[config.mk]
export PLATFORM = sky130hd
export DESIGN_NAME = uart_ctl
export DESIGN_NICKNAME = d
export VERILOG_FILES = /design/src/design/uart_pkg.sv /design/src/design/uart_stream_if.sv /design/src/design/uart_regs.sv /design/src/design/uart_fifo.sv /design/src/design/uart_ser.sv /design/src/design/uart_des.sv /design/src/design/uart_ctl.sv
export SDC_FILE = /design/constraint.sdc
export NUM_CORES = 1
export LEC_CHECK = 0
export ABC_AREA = 1
export BUFFER_PORTS_ARGS = -buffer_cell sky130_fd_sc_hd__buf_2
export CAP_MARGIN = 5
export CORE_ASPECT_RATIO = 0.75
export CORE_UTILIZATION = 38
export CTS_BUF_LIST = sky130_fd_sc_hd__clkbuf_4 sky130_fd_sc_hd__clkbuf_8 sky130_fd_sc_hd__clkbuf_16
export DETAILED_ROUTE_END_ITERATION = 8
export SLEW_MARGIN = 25
export SYNTH_ARGS = -nofsm -noshare
export SYNTH_HDL_FRONTEND = slang
export SYNTH_SLANG_ARGS = --single-unit
[constraint.sdc]
create_clock -name tcb -period 3.2 [get_ports tcb]
set_clock_uncertainty 0.15 [all_clocks]
set_input_delay 0 -clock tcb [delete_from_list [all_inputs] [get_ports tcb]]
set_output_delay 0 -clock tcb [all_outputs]
set_load 0.05 [all_outputs]
[src/design/uart_pkg.sv]
//////////////////////////////////////////////////
// Shared widths, reset values and encodings of the
// UART controller, referenced by scoped name from
// every design unit
//////////////////////////////////////////////////

package uart_pkg;

  // Data path widths
  localparam int DATA_W = 8;   // UART character
  localparam int BUS_W  = 32;  // Register bus data
  localparam int ADR_W  = 6;   // Register byte address
  localparam int BDR_W  = 8;   // Baud divisor and sample phase

  // FIFO geometry
  localparam int FIFO_DEPTH = 16;
  localparam int PTR_W      = 4;  // Wraps exactly at FIFO_DEPTH
  localparam int CNT_W      = 5;  // Holds 0..FIFO_DEPTH
  localparam int IDX_W      = 3;  // Bit index within a character

  // Configuration after reset
  localparam logic [BDR_W-1:0] TX_BDR_RST = 8'd15;
  localparam logic [BDR_W-1:0] RX_BDR_RST = 8'd15;
  localparam logic [BDR_W-1:0] RX_SMP_RST = 8'd7;   // Roughly mid-bit
  localparam logic [CNT_W-1:0] TX_IRQ_RST = '0;
  localparam logic [CNT_W-1:0] RX_IRQ_RST = '0;

  // Register map, byte addresses
  typedef enum logic [ADR_W-1:0] {
    REG_TX_DAT = 6'h00,  // Write only, pushes TX FIFO
    REG_TX_CNT = 6'h04,  // Read only
    REG_TX_BDR = 6'h08,
    REG_TX_IRQ = 6'h10,
    REG_RX_DAT = 6'h20,  // Read only, pops RX FIFO
    REG_RX_CNT = 6'h24,  // Read only
    REG_RX_BDR = 6'h28,
    REG_RX_SMP = 6'h2C,
    REG_RX_IRQ = 6'h30
  } uart_reg_e;

  // Serializer FSM
  typedef enum logic [1:0] {SER_IDLE, SER_START, SER_DATA, SER_STOP} ser_state_e;

  // Deserializer FSM
  typedef enum logic [1:0] {DES_IDLE, DES_START, DES_DATA, DES_STOP} des_state_e;

endpackage

[src/design/uart_stream_if.sv]
//////////////////////////////////////////////////
// Byte stream with valid/ready handshake plus the
// occupancy of the FIFO on the far side. One
// instance sits on each side of each FIFO
//////////////////////////////////////////////////

interface uart_stream_if;

  logic                        vld;  // Byte offered
  logic [uart_pkg::DATA_W-1:0] dat;  // Byte value
  logic                        rdy;  // Byte accepted
  logic [uart_pkg::CNT_W-1:0]  lvl;  // FIFO occupancy, always driven by the FIFO

  // FIFO write side
  modport fifo_in (input vld, input dat, output rdy, output lvl);

  // FIFO read side
  modport fifo_out (output vld, output dat, output lvl, input rdy);

  // Upstream of a FIFO
  modport prod (output vld, output dat, input rdy, input lvl);

  // Downstream of a FIFO
  modport cons (input vld, input dat, input lvl, output rdy);

endinterface

[src/design/uart_regs.sv]
//////////////////////////////////////////////////
// Register block on the single-cycle bus. Holds the
// baud, sample and interrupt settings, pushes TX
// bytes and pops RX bytes in the transfer cycle
//////////////////////////////////////////////////

module uart_regs (
  input  logic                         tcb,
  input  logic                         rst,
  // Register bus
  input  logic                         bus_vld,
  input  logic                         bus_wen,
  input  logic [uart_pkg::ADR_W-1:0]   bus_adr,
  input  logic [uart_pkg::BUS_W-1:0]   bus_wdt,
  output logic [uart_pkg::BUS_W-1:0]   bus_rdt,
  output logic                         bus_rdy,
  // FIFO streams
  uart_stream_if.prod                  tx,
  uart_stream_if.cons                  rx,
  // Configuration to the serial engines
  output logic [uart_pkg::BDR_W-1:0]   tx_bdr,
  output logic [uart_pkg::BDR_W-1:0]   rx_bdr,
  output logic [uart_pkg::BDR_W-1:0]   rx_smp,
  // Interrupts
  output logic                         irq_tx,
  output logic                         irq_rx
);

  uart_pkg::uart_reg_e          adr;     // Decoded address
  logic [uart_pkg::CNT_W-1:0]   tx_irq;  // TX level threshold
  logic [uart_pkg::CNT_W-1:0]   rx_irq;  // RX level threshold

  assign adr     = uart_pkg::uart_reg_e'(bus_adr);
  assign bus_rdy = 1'b1;  // Never stalls

  //////////////////////////////////////////////////
  // Configuration registers

  always_ff @(posedge tcb) begin
    if (rst) begin
      tx_bdr <= uart_pkg::TX_BDR_RST;
      tx_irq <= uart_pkg::TX_IRQ_RST;
      rx_bdr <= uart_pkg::RX_BDR_RST;
      rx_smp <= uart_pkg::RX_SMP_RST;
      rx_irq <= uart_pkg::RX_IRQ_RST;
    end else if (bus_vld && bus_wen) begin
      case (adr)  // Upper data bits dropped
        uart_pkg::REG_TX_BDR: tx_bdr <= bus_wdt[uart_pkg::BDR_W-1:0];
        uart_pkg::REG_TX_IRQ: tx_irq <= bus_wdt[uart_pkg::CNT_W-1:0];
        uart_pkg::REG_RX_BDR: rx_bdr <= bus_wdt[uart_pkg::BDR_W-1:0];
        uart_pkg::REG_RX_SMP: rx_smp <= bus_wdt[uart_pkg::BDR_W-1:0];
        uart_pkg::REG_RX_IRQ: rx_irq <= bus_wdt[uart_pkg::CNT_W-1:0];
        default: ;  // Data, counts and holes
      endcase
    end
  end

  //////////////////////////////////////////////////
  // FIFO access

  // Push on TX_DAT write, lost if the FIFO is full
  assign tx.vld = bus_vld && bus_wen && (adr == uart_pkg::REG_TX_DAT);
  assign tx.dat = bus_wdt[uart_pkg::DATA_W-1:0];

  // Pop on RX_DAT read, no effect while empty
  assign rx.rdy = bus_vld && !bus_wen && (adr == uart_pkg::REG_RX_DAT);

  // Read mux, same cycle
  always_comb begin
    bus_rdt = '0;  // Write-only and unmapped read zero
    case (adr)
      uart_pkg::REG_TX_CNT: bus_rdt[uart_pkg::CNT_W-1:0] = tx.lvl;
      uart_pkg::REG_TX_BDR: bus_rdt[uart_pkg::BDR_W-1:0] = tx_bdr;
      uart_pkg::REG_TX_IRQ: bus_rdt[uart_pkg::CNT_W-1:0] = tx_irq;
      uart_pkg::REG_RX_DAT: begin
        if (rx.vld) bus_rdt[uart_pkg::DATA_W-1:0] = rx.dat;  // Head byte
      end
      uart_pkg::REG_RX_CNT: bus_rdt[uart_pkg::CNT_W-1:0] = rx.lvl;
      uart_pkg::REG_RX_BDR: bus_rdt[uart_pkg::BDR_W-1:0] = rx_bdr;
      uart_pkg::REG_RX_SMP: bus_rdt[uart_pkg::BDR_W-1:0] = rx_smp;
      uart_pkg::REG_RX_IRQ: bus_rdt[uart_pkg::CNT_W-1:0] = rx_irq;
      default: ;
    endcase
  end

  // Level interrupts
  assign irq_tx = (tx.lvl < tx_irq);  // TX running low
  assign irq_rx = (rx.lvl > rx_irq);  // RX filling up

  // Bus never waits on either FIFO
  a_bus_rdy: assert property (@(posedge tcb) disable iff (rst) bus_rdy);

endmodule

[src/design/uart_fifo.sv]
//////////////////////////////////////////////////
// Synchronous circular FIFO, valid/ready on both
// sides, occupancy shown on both streams
//////////////////////////////////////////////////

module uart_fifo (
  input  logic           tcb,
  input  logic           rst,
  uart_stream_if.fifo_in  wr,
  uart_stream_if.fifo_out rd
);

  logic [uart_pkg::DATA_W-1:0] mem [uart_pkg::FIFO_DEPTH];
  logic [uart_pkg::PTR_W-1:0]  wr_ptr;  // Next free slot
  logic [uart_pkg::PTR_W-1:0]  rd_ptr;  // Head slot
  logic [uart_pkg::CNT_W-1:0]  cnt;     // Occupancy
  logic                        push;
  logic                        pop;

  assign wr.rdy = (cnt != uart_pkg::FIFO_DEPTH);  // Low only when full
  assign rd.vld = (cnt != 0);
  assign rd.dat = mem[rd_ptr];
  assign wr.lvl = cnt;
  assign rd.lvl = cnt;

  assign push = wr.vld && wr.rdy;
  assign pop  = rd.vld && rd.rdy;

  // Storage
  always_ff @(posedge tcb) begin
    if (push) mem[wr_ptr] <= wr.dat;
  end

  // Pointers and count, pointers wrap at the depth
  always_ff @(posedge tcb) begin
    if (rst) begin
      wr_ptr <= '0;
      rd_ptr <= '0;
      cnt    <= '0;
    end else begin
      if (push) wr_ptr <= wr_ptr + 1'b1;
      if (pop)  rd_ptr <= rd_ptr + 1'b1;
      case ({push, pop})
        2'b10:   cnt <= cnt + 1'b1;
        2'b01:   cnt <= cnt - 1'b1;
        default: ;  // Idle or both, level unchanged
      endcase
    end
  end

  // Occupancy bound
  a_cnt_max: assert property (@(posedge tcb) disable iff (rst)
    cnt <= uart_pkg::FIFO_DEPTH);

  // Nothing offered while empty
  a_no_vld_empty: assert property (@(posedge tcb) disable iff (rst)
    (cnt == 0) |-> !rd.vld);

endmodule

[src/design/uart_ser.sv]
//////////////////////////////////////////////////
// Transmit serializer. Takes one byte from the TX
// FIFO while idle and sends start, 8 data bits LSB
// first and stop, each bit cfg_bdr+1 clocks long
//////////////////////////////////////////////////

module uart_ser (
  input  logic                       tcb,
  input  logic                       rst,
  input  logic [uart_pkg::BDR_W-1:0] cfg_bdr,
  uart_stream_if.cons                str,
  output logic                       txd
);

  uart_pkg::ser_state_e        state;
  logic [uart_pkg::BDR_W-1:0]  cnt;  // Clocks into the current bit
  logic [uart_pkg::IDX_W-1:0]  idx;  // Data bit on the line
  logic [uart_pkg::DATA_W-1:0] sr;   // Bits still to send
  logic                        bit_end;

  assign str.rdy = (state == uart_pkg::SER_IDLE);
  assign bit_end = (cnt == cfg_bdr);

  // Shift register, payload only
  always_ff @(posedge tcb) begin
    if (str.vld && str.rdy) begin
      sr <= str.dat;
    end else if (bit_end && (state == uart_pkg::SER_DATA)) begin
      sr <= sr >> 1;  // Next bit to the LSB
    end
  end

  //////////////////////////////////////////////////
  // Frame FSM

  always_ff @(posedge tcb) begin
    if (rst) begin
      state <= uart_pkg::SER_IDLE;
      cnt   <= '0;
      idx   <= '0;
      txd   <= 1'b1;  // Line idles high
    end else begin
      cnt <= (bit_end || state == uart_pkg::SER_IDLE) ? '0 : cnt + 1'b1;
      case (state)
        uart_pkg::SER_IDLE: if (str.vld) begin
          state <= uart_pkg::SER_START;
          txd   <= 1'b0;  // Start bit
        end
        uart_pkg::SER_START: if (bit_end) begin
          state <= uart_pkg::SER_DATA;
          idx   <= '0;
          txd   <= sr[0];
        end
        uart_pkg::SER_DATA: if (bit_end) begin
          idx <= idx + 1'b1;
          if (&idx) begin  // Last data bit done
            state <= uart_pkg::SER_STOP;
            txd   <= 1'b1;
          end else begin
            txd <= sr[1];  // sr shifts on this edge
          end
        end
        uart_pkg::SER_STOP: if (bit_end) state <= uart_pkg::SER_IDLE;
        default: state <= uart_pkg::SER_IDLE;
      endcase
    end
  end

  // Line is marking whenever no frame is in progress
  a_idle_high: assert property (@(posedge tcb) disable iff (rst)
    (state == uart_pkg::SER_IDLE) |-> txd);

endmodule

[src/design/uart_des.sv]
//////////////////////////////////////////////////
// Receive deserializer. Synchronizes rxd, detects
// the start edge, rechecks it at the sample phase
// and collects 8 bits plus stop at the divisor rate
//////////////////////////////////////////////////

module uart_des (
  input  logic                       tcb,
  input  logic                       rst,
  input  logic [uart_pkg::BDR_W-1:0] cfg_bdr,
  input  logic [uart_pkg::BDR_W-1:0] cfg_smp,
  input  logic                       rxd,
  uart_stream_if.prod                str
);

  uart_pkg::des_state_e        state;
  logic [1:0]                  sync;    // Two-flop synchronizer
  logic                        rxd_q;   // Previous synced sample
  logic                        fall;    // Falling edge on the line
  logic [uart_pkg::BDR_W-1:0]  cnt;     // Clocks since last sample point
  logic [uart_pkg::IDX_W-1:0]  idx;     // Data bit being collected
  logic [uart_pkg::DATA_W-1:0] sr;      // Collected bits
  logic                        vld;

  assign fall    = rxd_q && !sync[1];
  assign str.vld = vld;
  assign str.dat = sr;

  // Line synchronizer, idles high
  always_ff @(posedge tcb) begin
    if (rst) begin
      sync  <= 2'b11;
      rxd_q <= 1'b1;
    end else begin
      sync  <= {sync[0], rxd};
      rxd_q <= sync[1];
    end
  end

  //////////////////////////////////////////////////
  // Frame FSM

  always_ff @(posedge tcb) begin
    if (rst) begin
      state <= uart_pkg::DES_IDLE;
      cnt   <= '0;
      idx   <= '0;
      vld   <= 1'b0;
    end else begin
      vld <= 1'b0;  // Single cycle pulse
      cnt <= cnt + 1'b1;
      case (state)
        uart_pkg::DES_IDLE: begin
          cnt <= '0;
          if (fall) state <= uart_pkg::DES_START;
        end
        uart_pkg::DES_START: if (cnt == cfg_smp) begin
          cnt <= '0;
          idx <= '0;
          // Glitch if the line is back high
          state <= sync[1] ? uart_pkg::DES_IDLE : uart_pkg::DES_DATA;
        end
        uart_pkg::DES_DATA: if (cnt == cfg_bdr) begin
          cnt <= '0;
          idx <= idx + 1'b1;
          if (&idx) state <= uart_pkg::DES_STOP;
        end
        uart_pkg::DES_STOP: if (cnt == cfg_bdr) begin
          state <= uart_pkg::DES_IDLE;
          vld   <= sync[1];  // Framing error drops the byte
        end
        default: state <= uart_pkg::DES_IDLE;
      endcase
    end
  end

  // Data bits enter at the MSB, LSB arrives first
  always_ff @(posedge tcb) begin
    if (state == uart_pkg::DES_DATA && cnt == cfg_bdr) sr <= {sync[1], sr[7:1]};
  end

  // One byte per frame, frames are far longer than a cycle
  a_vld_pulse: assert property (@(posedge tcb) disable iff (rst)
    str.vld |=> !str.vld);

endmodule

[src/design/uart_ctl.sv]
//////////////////////////////////////////////////
// UART controller top. Register bus and serial
// lines as plain ports, FIFOs and serial engines
// joined by byte stream interfaces
//////////////////////////////////////////////////

module uart_ctl (
  input  logic                       tcb,
  input  logic                       rst,
  // Register bus
  input  logic                       bus_vld,
  input  logic                       bus_wen,
  input  logic [uart_pkg::ADR_W-1:0] bus_adr,
  input  logic [uart_pkg::BUS_W-1:0] bus_wdt,
  output logic [uart_pkg::BUS_W-1:0] bus_rdt,
  output logic                       bus_rdy,
  // Serial lines
  input  logic                       uart_rxd,
  output logic                       uart_txd,
  // Interrupts
  output logic                       irq_tx,
  output logic                       irq_rx
);

  logic [uart_pkg::BDR_W-1:0] tx_bdr;
  logic [uart_pkg::BDR_W-1:0] rx_bdr;
  logic [uart_pkg::BDR_W-1:0] rx_smp;

  uart_stream_if tx_wr ();  // Regs to TX FIFO
  uart_stream_if tx_rd ();  // TX FIFO to serializer
  uart_stream_if rx_wr ();  // Deserializer to RX FIFO
  uart_stream_if rx_rd ();  // RX FIFO to regs

  //////////////////////////////////////////////////
  // Register block

  uart_regs regs (
    .tcb, .rst,
    .bus_vld, .bus_wen, .bus_adr, .bus_wdt, .bus_rdt, .bus_rdy,
    .tx     (tx_wr),
    .rx     (rx_rd),
    .tx_bdr, .rx_bdr, .rx_smp,
    .irq_tx, .irq_rx
  );

  //////////////////////////////////////////////////
  // Transmit path

  uart_fifo tx_fifo (.tcb, .rst, .wr (tx_wr), .rd (tx_rd));

  uart_ser ser (.tcb, .rst, .cfg_bdr (tx_bdr), .str (tx_rd), .txd (uart_txd));

  //////////////////////////////////////////////////
  // Receive path

  uart_des des (
    .tcb, .rst,
    .cfg_bdr (rx_bdr),
    .cfg_smp (rx_smp),
    .rxd     (uart_rxd),
    .str     (rx_wr)
  );

  uart_fifo rx_fifo (.tcb, .rst, .wr (rx_wr), .rd (rx_rd));

endmodule

==> results_dict.tcl, run 1 <==
set metrics [dict create \
    run_status "finished clean" \
    ys.warnings.count 0 \
    die_w_um 241 \
    cp_max_fo 6 \
    grt_setup_unrepaired "no" \
    layout-drive-gt1-share_pct 10.6 \
    final_max_slew_viol_count 0 \
    seqCellArea_sq_um 10200 \
    clockRootBuffer "clkbuf_16" \
    r2r_start "rx_fifo.rd.lvl[1]" \
    io_buffers 29 \
    dp_cells 2121 \
    synth.top_cell.area_share_pct 50.3 \
    antenna_found_initial 0 \
    ant_nets 0 \
    end_kind "flop" \
    coreArea_sq_um 42100 \
    wl_um 39100 \
    ioPinCount 79 \
    fin_util_pct 44.1 \
    critical_path_class "in2reg" \
    grt_max_degree 69 \
    clk_pin_slew_ps 60 \
    vdd_ir_drop_max_mv 0.346 \
    critPathArrivalTime_ps 3250 \
    area_growth_pct 14.2 \
    grt-ovfl-total 0 \
    place_congestion 0.862 \
    track_usage_pct 18.0 \
    hold_ws_ps 34.2 \
    setup_viol 0 \
    drt-initial-drc-count 997 \
    mostFrequentLayoutCell "nor2_1" \
    grt_pass1_vias 10500 \
    ys.flop_type "edfxtp_1" \
    wl_per_cell_um 17.6 \
    cts_max_level 2 \
    clockBufferDepth 3 \
    p_per_area_nw_per_um2 663 \
    nets 1702 \
    pre_cts_slack_ps 607 \
    worst_slew_pin_slew_ps 817 \
    hp-class "in2reg" \
    synth_edf_count 272 \
    multi_input_area_sq_um 5260 \
    die_area_sq_um 43600 \
    yosys-top-cells-area "edfxtp_1 50%, dfxtp_1 12%, nor2_1 6.4%" \
    async_reset_ff_share_pct 0 \
    setup_slack_ps 201 \
    cts_sinks 371 \
    grt_pass1_wl_um 60300 \
    hpwlAfterDp_um 25800 \
    holdPathStages 5 \
    r2r-end "rx_fifo.rd.lvl[4]" \
    cts_tree "done" \
    drc 0 \
    synth_area_leader_cell "edfxtp_1" \
    synth_cell_types 50 \
    ys_seq_area_share_pct 62.4 \
    fmax_ghz 0.333 \
    rr_worst_depth 15 \
    finalCritPeriodShare_pct 93.7 \
    r2r_slack_ps 570 \
    fin_cells 2220 \
    syn_area_sq_um 16300 \
    synth-seq-cells 371 \
    clk_latency_ps 530 \
    vias 11300 \
    dr.pass1.iters 5 \
    drv_cap 0 \
    layout_common_cells "277 x nor2_1, 272 x edfxtp_1, 183 x o21ai_0" \
    start_util_pct 38.6 \
    die_y_um 181 \
    nFillCells 3954 \
    hold_viol_final 0 \
    finalSetupTns_ps 0 \
    viasPerCell 5.09 \
    holdPathEnd "regs.rx_smp[6]" \
    p_leak_nw 6.77 \
    hold_path_startpoint "bus_adr[1]" \
    required_ps 3450 \
    rows 65 \
    cts-buffers-inserted 41 \
    synth_area_per_cell_sq_um 10.5 \
    slew_headroom_pct 45.3 \
    syn-instance-count 1552 \
    fin_crit_ps 3000 \
    cp-start-kind "input pin" \
    postCtsSetupBuffers 0 \
]
## sequential cells by signal, summed over array words and instances, names as in the netlist, 8 cells and up, named ones only
| register | cells |
|---|---|
| des.cnt | 8 |
| rx_fifo.mem | 128 |
| tx_fifo.mem | 128 |
| ser.cnt | 8 |
| des.str.dat | 8 |
| regs.rx_bdr | 8 |
| ser.sr | 8 |
| regs.tx_bdr | 8 |
| regs.rx_smp | 8 |
## cells in the mapped netlist (all sizes together) (3+ instances only)
master / number
inv: 116
ha: 42
nand4: 11
clkbuf: 32
o21ai: 185
buf: 58
xor2: 17
dfxtp: 99
o21bai: 3
xnor2: 23
o22ai: 10
nor3b: 4
a21oi: 55
a31oi: 11
o211ai: 56
o221ai: 11
nand3: 51
nand2: 176
nor2: 285
a211oi: 8
edfxtp: 272
or2: 4
nor3: 8
## how the worst max path moves through the flow
stage | slack, ps | from | cells after the start | to
4_1_cts | 150 | bus_adr[0] | 16 | tx_fifo.rd.lvl[4]
3_3_place_gp | 590 | rx_fifo.rd.lvl[0] | 15 | rx_fifo.rd.lvl[4]
5_1_grt | 20 | bus_adr[0] | 17 | rx_fifo.rd.lvl[4]
2_1_floorplan | 490 | regs.tx_irq[2] | 5 | irq_tx
3_5_place_dp | 610 | rx_fifo.rd.lvl[1] | 15 | rx_fifo.rd.lvl[4]
6_report | 200 | bus_adr[0] | 17 | rx_fifo.rd.lvl[4]
## final cells by class
class                           instances  share of cell area, %
Multi-Input combinational cell        996                   28.3
Clock inverter                         16                  0.431
Antenna cell                            1                 0.0135
Sequential cell                       371                   54.7
Timing Repair Buffer                   89                   3.64
Tap cell                              569                   3.83
Clock buffer                           60                   6.65
Inverter                              118                   2.41
## cells by family (layout without fill, tap and decap cells)
family	count (synthesis)	after routing	synth area share, %
simple gates	542	542	13.9
flops	371	371	62.4
compound gates	345	345	12.3
buf+inv	208	283	5.77
fa+ha+maj	42	42	3.23
xor+xnor	40	40	2.16
other cells	2	26	0.0462
mux	2	2	0.123
## power by group
group / internal, W / switching (W) / total [W] / leakage [nW]
Clock: 0.00268 / 0.00184 / 0.00452 / 0.662
Combinational: 0.000734 / 0.00154 / 0.00227 / 2.86
Sequential: 0.00534 / 0.000177 / 0.00552 / 3.25
## worst max-delay path, cell delays in order
cell and delay [ps]:
dlygate4sd3_1 530, buf_2 130, nor2_2 150, dlygate4sd3_1 610, nand3_2 140, nor3_4 280, nand2_4 110, clkinv_4 90
ha_1 230, xor2_1 210, ha_1 180, inv_1 40, nand2_1 100, a31oi_1 110, xor2_1 160, mux2i_1 130
nor2_1 50
## repair_timing
item | in CTS | in global routing
setup endpoints to repair | 0 | 1
gates resized for setup | 0 | 2
hold buffers | 22 | 0
hold endpoints to repair | 185 | 0
## per-stage QoR
| stage | total power [W] | area [sq um] |
|---|---|---|
| 2_1_floorplan | 0.00727 | 16300 |
| 3_3_place_gp | 0.00779 | 17000 |
| 3_5_place_dp | 0.00786 | 17000 |
| 4_1_cts | 0.0124 | 18600 |
| 5_1_grt | 0.0129 | 18600 |
| 6_report | 0.0123 | 18600 |
## per-layer routing
layer  vias up  wire [um]  GRT usage [%]
li1       5495          -              -
met1      5389      19200           28.5
met2       374      16400           25.5
met3        46       2710           2.52
met4         0        736           4.61
met5         -          0              0
(Power assumes the default switching activity.)
==> run 2: changes to the inputs <==
--- a/config.mk
+++ b/config.mk
@@ -10,2 +10,4 @@
 export CAP_MARGIN = 5
+export CELL_PAD_IN_SITES_DETAIL_PLACEMENT = 1
+export CELL_PAD_IN_SITES_GLOBAL_PLACEMENT = 1
 export CORE_ASPECT_RATIO = 0.75
@@ -14,2 +16,3 @@
 export DETAILED_ROUTE_END_ITERATION = 8
+export PLACE_DENSITY_LB_ADDON = 0.1
 export SLEW_MARGIN = 25
--- a/constraint.sdc
+++ b/constraint.sdc
@@ -4,2 +4,2 @@
 set_output_delay 0 -clock tcb [all_outputs]
-set_load 0.05 [all_outputs]
+set_load 0.02 [all_outputs]
==> results_dict.tcl, run 2 (synthesis results as in run 1) <==
set metrics [dict create \
    worstPathCellList "inv_1, o21ai_0, o221ai_1, nand3_1, nand2_1, nand2_1, nand3_1, buf_2" \
    coreArea_sq_um 42100 \
    cp-start-kind "flop" \
    placed_cell_area_sq_um 17100 \
    critPathArrivalTime_ps 2680 \
    combPwrFrac_pct 18.7 \
    run_status "finished clean" \
    worst_slew_pin_slew_ps 890 \
    cp_max_fo 18 \
    fin_cells 2225 \
    postCtsSetupBuffers 0 \
    die_area_sq_um 43600 \
    place_congestion 0.776 \
    slew_headroom_pct 40.3 \
    wl_per_cell_um 20.0 \
    drv_cap 0 \
    layout_common_cells "277 x nor2_1, 272 x edfxtp_1, 183 x o21ai_0" \
    required_ps 3050 \
    area_growth_pct 14.5 \
    hold_viol_final 0 \
    nFillCells 4724 \
    clockBufferDepth 3 \
    fmax_ghz 0.354 \
    rows 65 \
    grt-ovfl-total 0 \
    vdd_ir_drop_max_mv 0.700 \
    wl_um 44600 \
    path_buf_inv 2 \
    clk_pin_slew_ps 60 \
    final_max_slew_viol_count 0 \
    critical_path_class "reg2out" \
    die_y_um 181 \
    cp_slowest_cell "inv_1" \
    grt_max_degree 60 \
    die_w_um 241 \
    cp_top_family "buffers and inverters" \
    hp-class "in2reg" \
    setup_viol 0 \
    drc 0 \
    vias 11300 \
    ioPinCount 79 \
    fin_area_sq_um 18600 \
    cts_hold_buf 22 \
    finalCritPeriodShare_pct 88.4 \
    p_leak_nw 6.81 \
    antenna_found_initial 0 \
    drt-initial-drc-count 682 \
    grt_setup_unrepaired "no" \
    internal_power_w 0.00879 \
    grt_pass1_vias 11500 \
    cts_tree "done" \
    clk_latency_ps 540 \
    start_util_pct 38.6 \
    hold_ws_ps 36.3 \
    largestRegisters "rx_fifo.mem x128, tx_fifo.mem x128" \
    p_per_area_nw_per_um2 672 \
    netSwitchingFraction_pct 29.7 \
    dp_cells 2128 \
    ant_nets 0 \
    slowest_delay_ps 470 \
    io_buffers 29 \
    grt_pass1_wl_um 68800 \
    seq_power_share_pct 44.1 \
    nets 1709 \
    cts-buffers-inserted 41 \
    clockRootBuffer "clkbuf_16" \
    mostFrequentLayoutCell "nor2_1" \
    cts_max_level 2 \
    pwr-share-clk_pct 37.1 \
    finalSetupTns_ps 0 \
    netSwitchingPower_w 0.00372 \
    hpwlAfterDp_um 29800 \
    end_kind "output port" \
    fin_crit_ps 2830 \
    ctsResizeCount 0 \
    cts_sinks 371 \
    layout-drive-gt1-share_pct 10.9 \
    track_usage_pct 20.9 \
    dr.pass1.iters 5 \
    viasPerCell 5.09 \
]
==> run 2: per-stage QoR <==
stage                     power [W]  setup WS [ps]  util, %
after floorplan             0.00719            794        -
after global placement      0.00787            651     40.5
after detailed placement    0.00795            546     40.5
after CTS                    0.0126            351     44.2
after global routing         0.0131            178     44.2
final                        0.0125            372     44.2
==> run 2: worst paths after layout <==
kind,startpoint,end,slack (ps),cells after the start
max,flop,bus_rdt[1],370,8
min,uart_rxd,des.sync[0],40,3
max reg2reg,rx_fifo.rd.lvl[1],rx_fifo.rd_ptr[0],520,9
min reg2reg,des.sync[0],des.sync[1],260,1
==> run 2: layer usage <==
layer / share of wire, % / GRT usage [%] / wire [um]
met1: 52 / 32.1 / 23000
met3: 4.4 / 3.19 / 1940
met5: 0 / 0 / 0
met2: 42 / 30.7 / 18800
met4: 1.9 / 5.06 / 860
==> run 2: final cells by class <==
class	count	area [sq um]	area share, %
Clock buffer	55	1190	6.40
Inverter	118	448	2.41
Clock inverter	19	125	0.672
Multi-Input combinational cell	996	5250	28.2
Sequential cell	371	10200	54.6
Antenna cell	1	2.50	0.0134
Timing Repair Buffer	96	728	3.91
Tap cell	569	712	3.83
==> run 2: power by group through the flow <==
| stage | registers, W | clock network [W] | logic [W] |
|---|---|---|---|
| 6_report | 0.00552 | 0.00465 | 0.00234 |
| 5_1_grt | 0.00554 | 0.00492 | 0.00265 |
| 4_1_cts | 0.00552 | 0.00476 | 0.00235 |
| 3_5_place_dp | 0.00562 | 0 | 0.00233 |
| 3_3_place_gp | 0.00562 | 0 | 0.00226 |
| 2_1_floorplan | 0.00554 | 0 | 0.00165 |
==> run 2: worst reg2reg max path, cell delays in order (launching register included) <==
cell,delay [ps]
dfxtp_1,440
inv_1,120
nand4_1,120
nor2_1,80
nor3_4,190
nand2_4,110
xor2_1,150
dlygate4sd3_1,610
nor2_1,50
dlygate4sd3_1,560
==> run 3: changes to the inputs <==
CORE_UTILIZATION = 45   (was 38)
==> results_dict.tcl, run 3 (synthesis results as in run 1) <==
set metrics [dict create \
    layout-drive-gt1-share_pct 10.8 \
    critical_path_class "reg2out" \
    setup_viol 0 \
    nets 1704 \
    fin_crit_ps 2900 \
    viasPerCell 5.48 \
    gr-usage-met1_pct 36.8 \
    area_growth_pct 13.5 \
    grt-ovfl-total 0 \
    place_congestion 0.802 \
    p_leak_nw 6.79 \
    cp-start-kind "flop" \
    io_buffers 29 \
    worst_slew_pin_slew_ps 890 \
    finalCritPeriodShare_pct 90.7 \
    dr.pass1.iters 5 \
    grt_max_degree 69 \
    ant_nets 0 \
    slowest_delay_ps 410 \
    cp_top_family "buffers and inverters" \
    fmax_ghz 0.344 \
    grt_pass1_wl_um 67900 \
    run_status "finished clean" \
    layout_common_cells "277 x nor2_1, 272 x edfxtp_1, 183 x o21ai_0" \
    die_w_um 221 \
    hold_viol_final 0 \
    hpwlAfterDp_um 29100 \
    die_area_sq_um 36900 \
    grt.busiest_layer "met1" \
    insertedDiodeCount 0 \
    vias 11500 \
    slew_headroom_pct 40.4 \
    drt-initial-drc-count 855 \
    cp_slowest_cell "inv_2" \
    cts_tree "done" \
    ioPinCount 79 \
    setup_slack_ps 297 \
    wl_um 43900 \
    grt_setup_unrepaired "no" \
    end_kind "output port" \
    critPathArrivalTime_ps 2750 \
    path_buf_inv 3 \
    required_ps 3050 \
    fin_util_pct 52.5 \
    rows 59 \
    antenna_found_initial 1 \
    vdd_ir_drop_max_mv 0.502 \
    multi_input_area_sq_um 5250 \
    drv_cap 0 \
    coreArea_sq_um 35100 \
    wl_per_cell_um 20.8 \
    die_y_um 167 \
    drc 0 \
    hp-class "in2reg" \
    grt_use_met3_pct 3.18 \
    pre_cts_slack_ps 620 \
    use_met2_pct 36.3 \
    mostFrequentLayoutCell "nor2_1" \
    cts-buffers-inserted 39 \
    largestRegisters "rx_fifo.mem x128, tx_fifo.mem x128" \
    seqCellArea_sq_um 10200 \
    grt_pass1_vias 11600 \
    clk_pin_slew_ps 60 \
    start_util_pct 46.3 \
    clockRootBuffer "clkbuf_16" \
    final_max_slew_viol_count 0 \
    cts_max_level 2 \
    clk_latency_ps 540 \
    worstPathCellList "inv_2, buf_4, nor2_1, o211ai_1, nand3_1, nand2_1, nand2_1, nand4_1, buf_2" \
    clockBufferDepth 3 \
    finalSetupTns_ps 0 \
    track_usage_pct 24.0 \
    p_per_area_nw_per_um2 677 \
    cp_max_fo 30 \
    cts_sinks 371 \
    crit_top_cell "nand2_1" \
    power.total_w 0.0125 \
    nFillCells 3805 \
]
run 3: changes by cell type in the layout (fill, tap and decap cells not counted), sizes merged:
cell and delta:
buf -3, clkbuf -2, clkinv +2, inv -2
bufinv +1, clkinvlp -1, diode -1
run 3: cell type report:
cell class                 instances  area share [%]
inverter                         118            2.43
timing repair buffer              93            3.83
clock buffer                      53            6.19
sequential                       371            55.0
clock inverter                    19           0.936
tap                              457            3.10
multi-input combinational        996            28.5
run 3: worst reg2reg max path, stage by stage (launching register included):
cell	delay [ps]
dfxtp_1	330
inv_1	160
nand4_1	120
nor2_1	210
nor3_4	70
nand2_4	90
clkinv_4	80
ha_1	260
xor2_1	180
ha_1	200
inv_1	50
nand2_1	80
a31oi_1	210
xor2_1	180
mux2i_1	80
nor2_1	90
run 3: timing repair:
action / 4_1_cts / 5_1_grt
resized for setup: 0 / 0
endpoints found under the hold margin: 197 / 0
buffers inserted: 0 / 0
hold buffers: 22 / 0
run 3: power breakdown:
part           switching, W  internal (W)
clock               0.00192       0.00269
sequential         0.000180       0.00534
combinational       0.00159      0.000768
run 3: metal layers:
| metal | wire length, um | share of wire [%] | up-vias |
|---|---|---|---|
| met5 | 0 | 0 | - |
| met4 | 675 | 1.5 | 0 |
| met3 | 2200 | 5.0 | 52 |
| met2 | 19100 | 44 | 273 |
| met1 | 21900 | 50 | 5743 |
| li1 | - | - | 5476 |
run 3: per-stage QoR:
step                instances  hold WS (ps)  instance area [sq um]
detailed placement       2013          43.4                  16900
finish                   2107           130                  18400
CTS                      2107           104                  18400
global route             2107           127                  18400
floorplan                1575         -51.1                  16300
global placement         2013          36.0                  16900
run 3: path summary, 6_finish.rpt:
| kind | startpoint | slack (ps) | to | cells after the start |
|---|---|---|---|---|
| hold reg to reg | des.sync[0] | 270 | des.sync[1] | 1 |
| setup / recovery | flop | 300 | bus_rdt[6] | 9 |
| hold / removal | bus_vld | 130 | regs.tx_irq[4] | 4 |
| setup reg to reg | rx_fifo.rd.lvl[0] | 590 | rx_fifo.rd.lvl[4] | 15 |
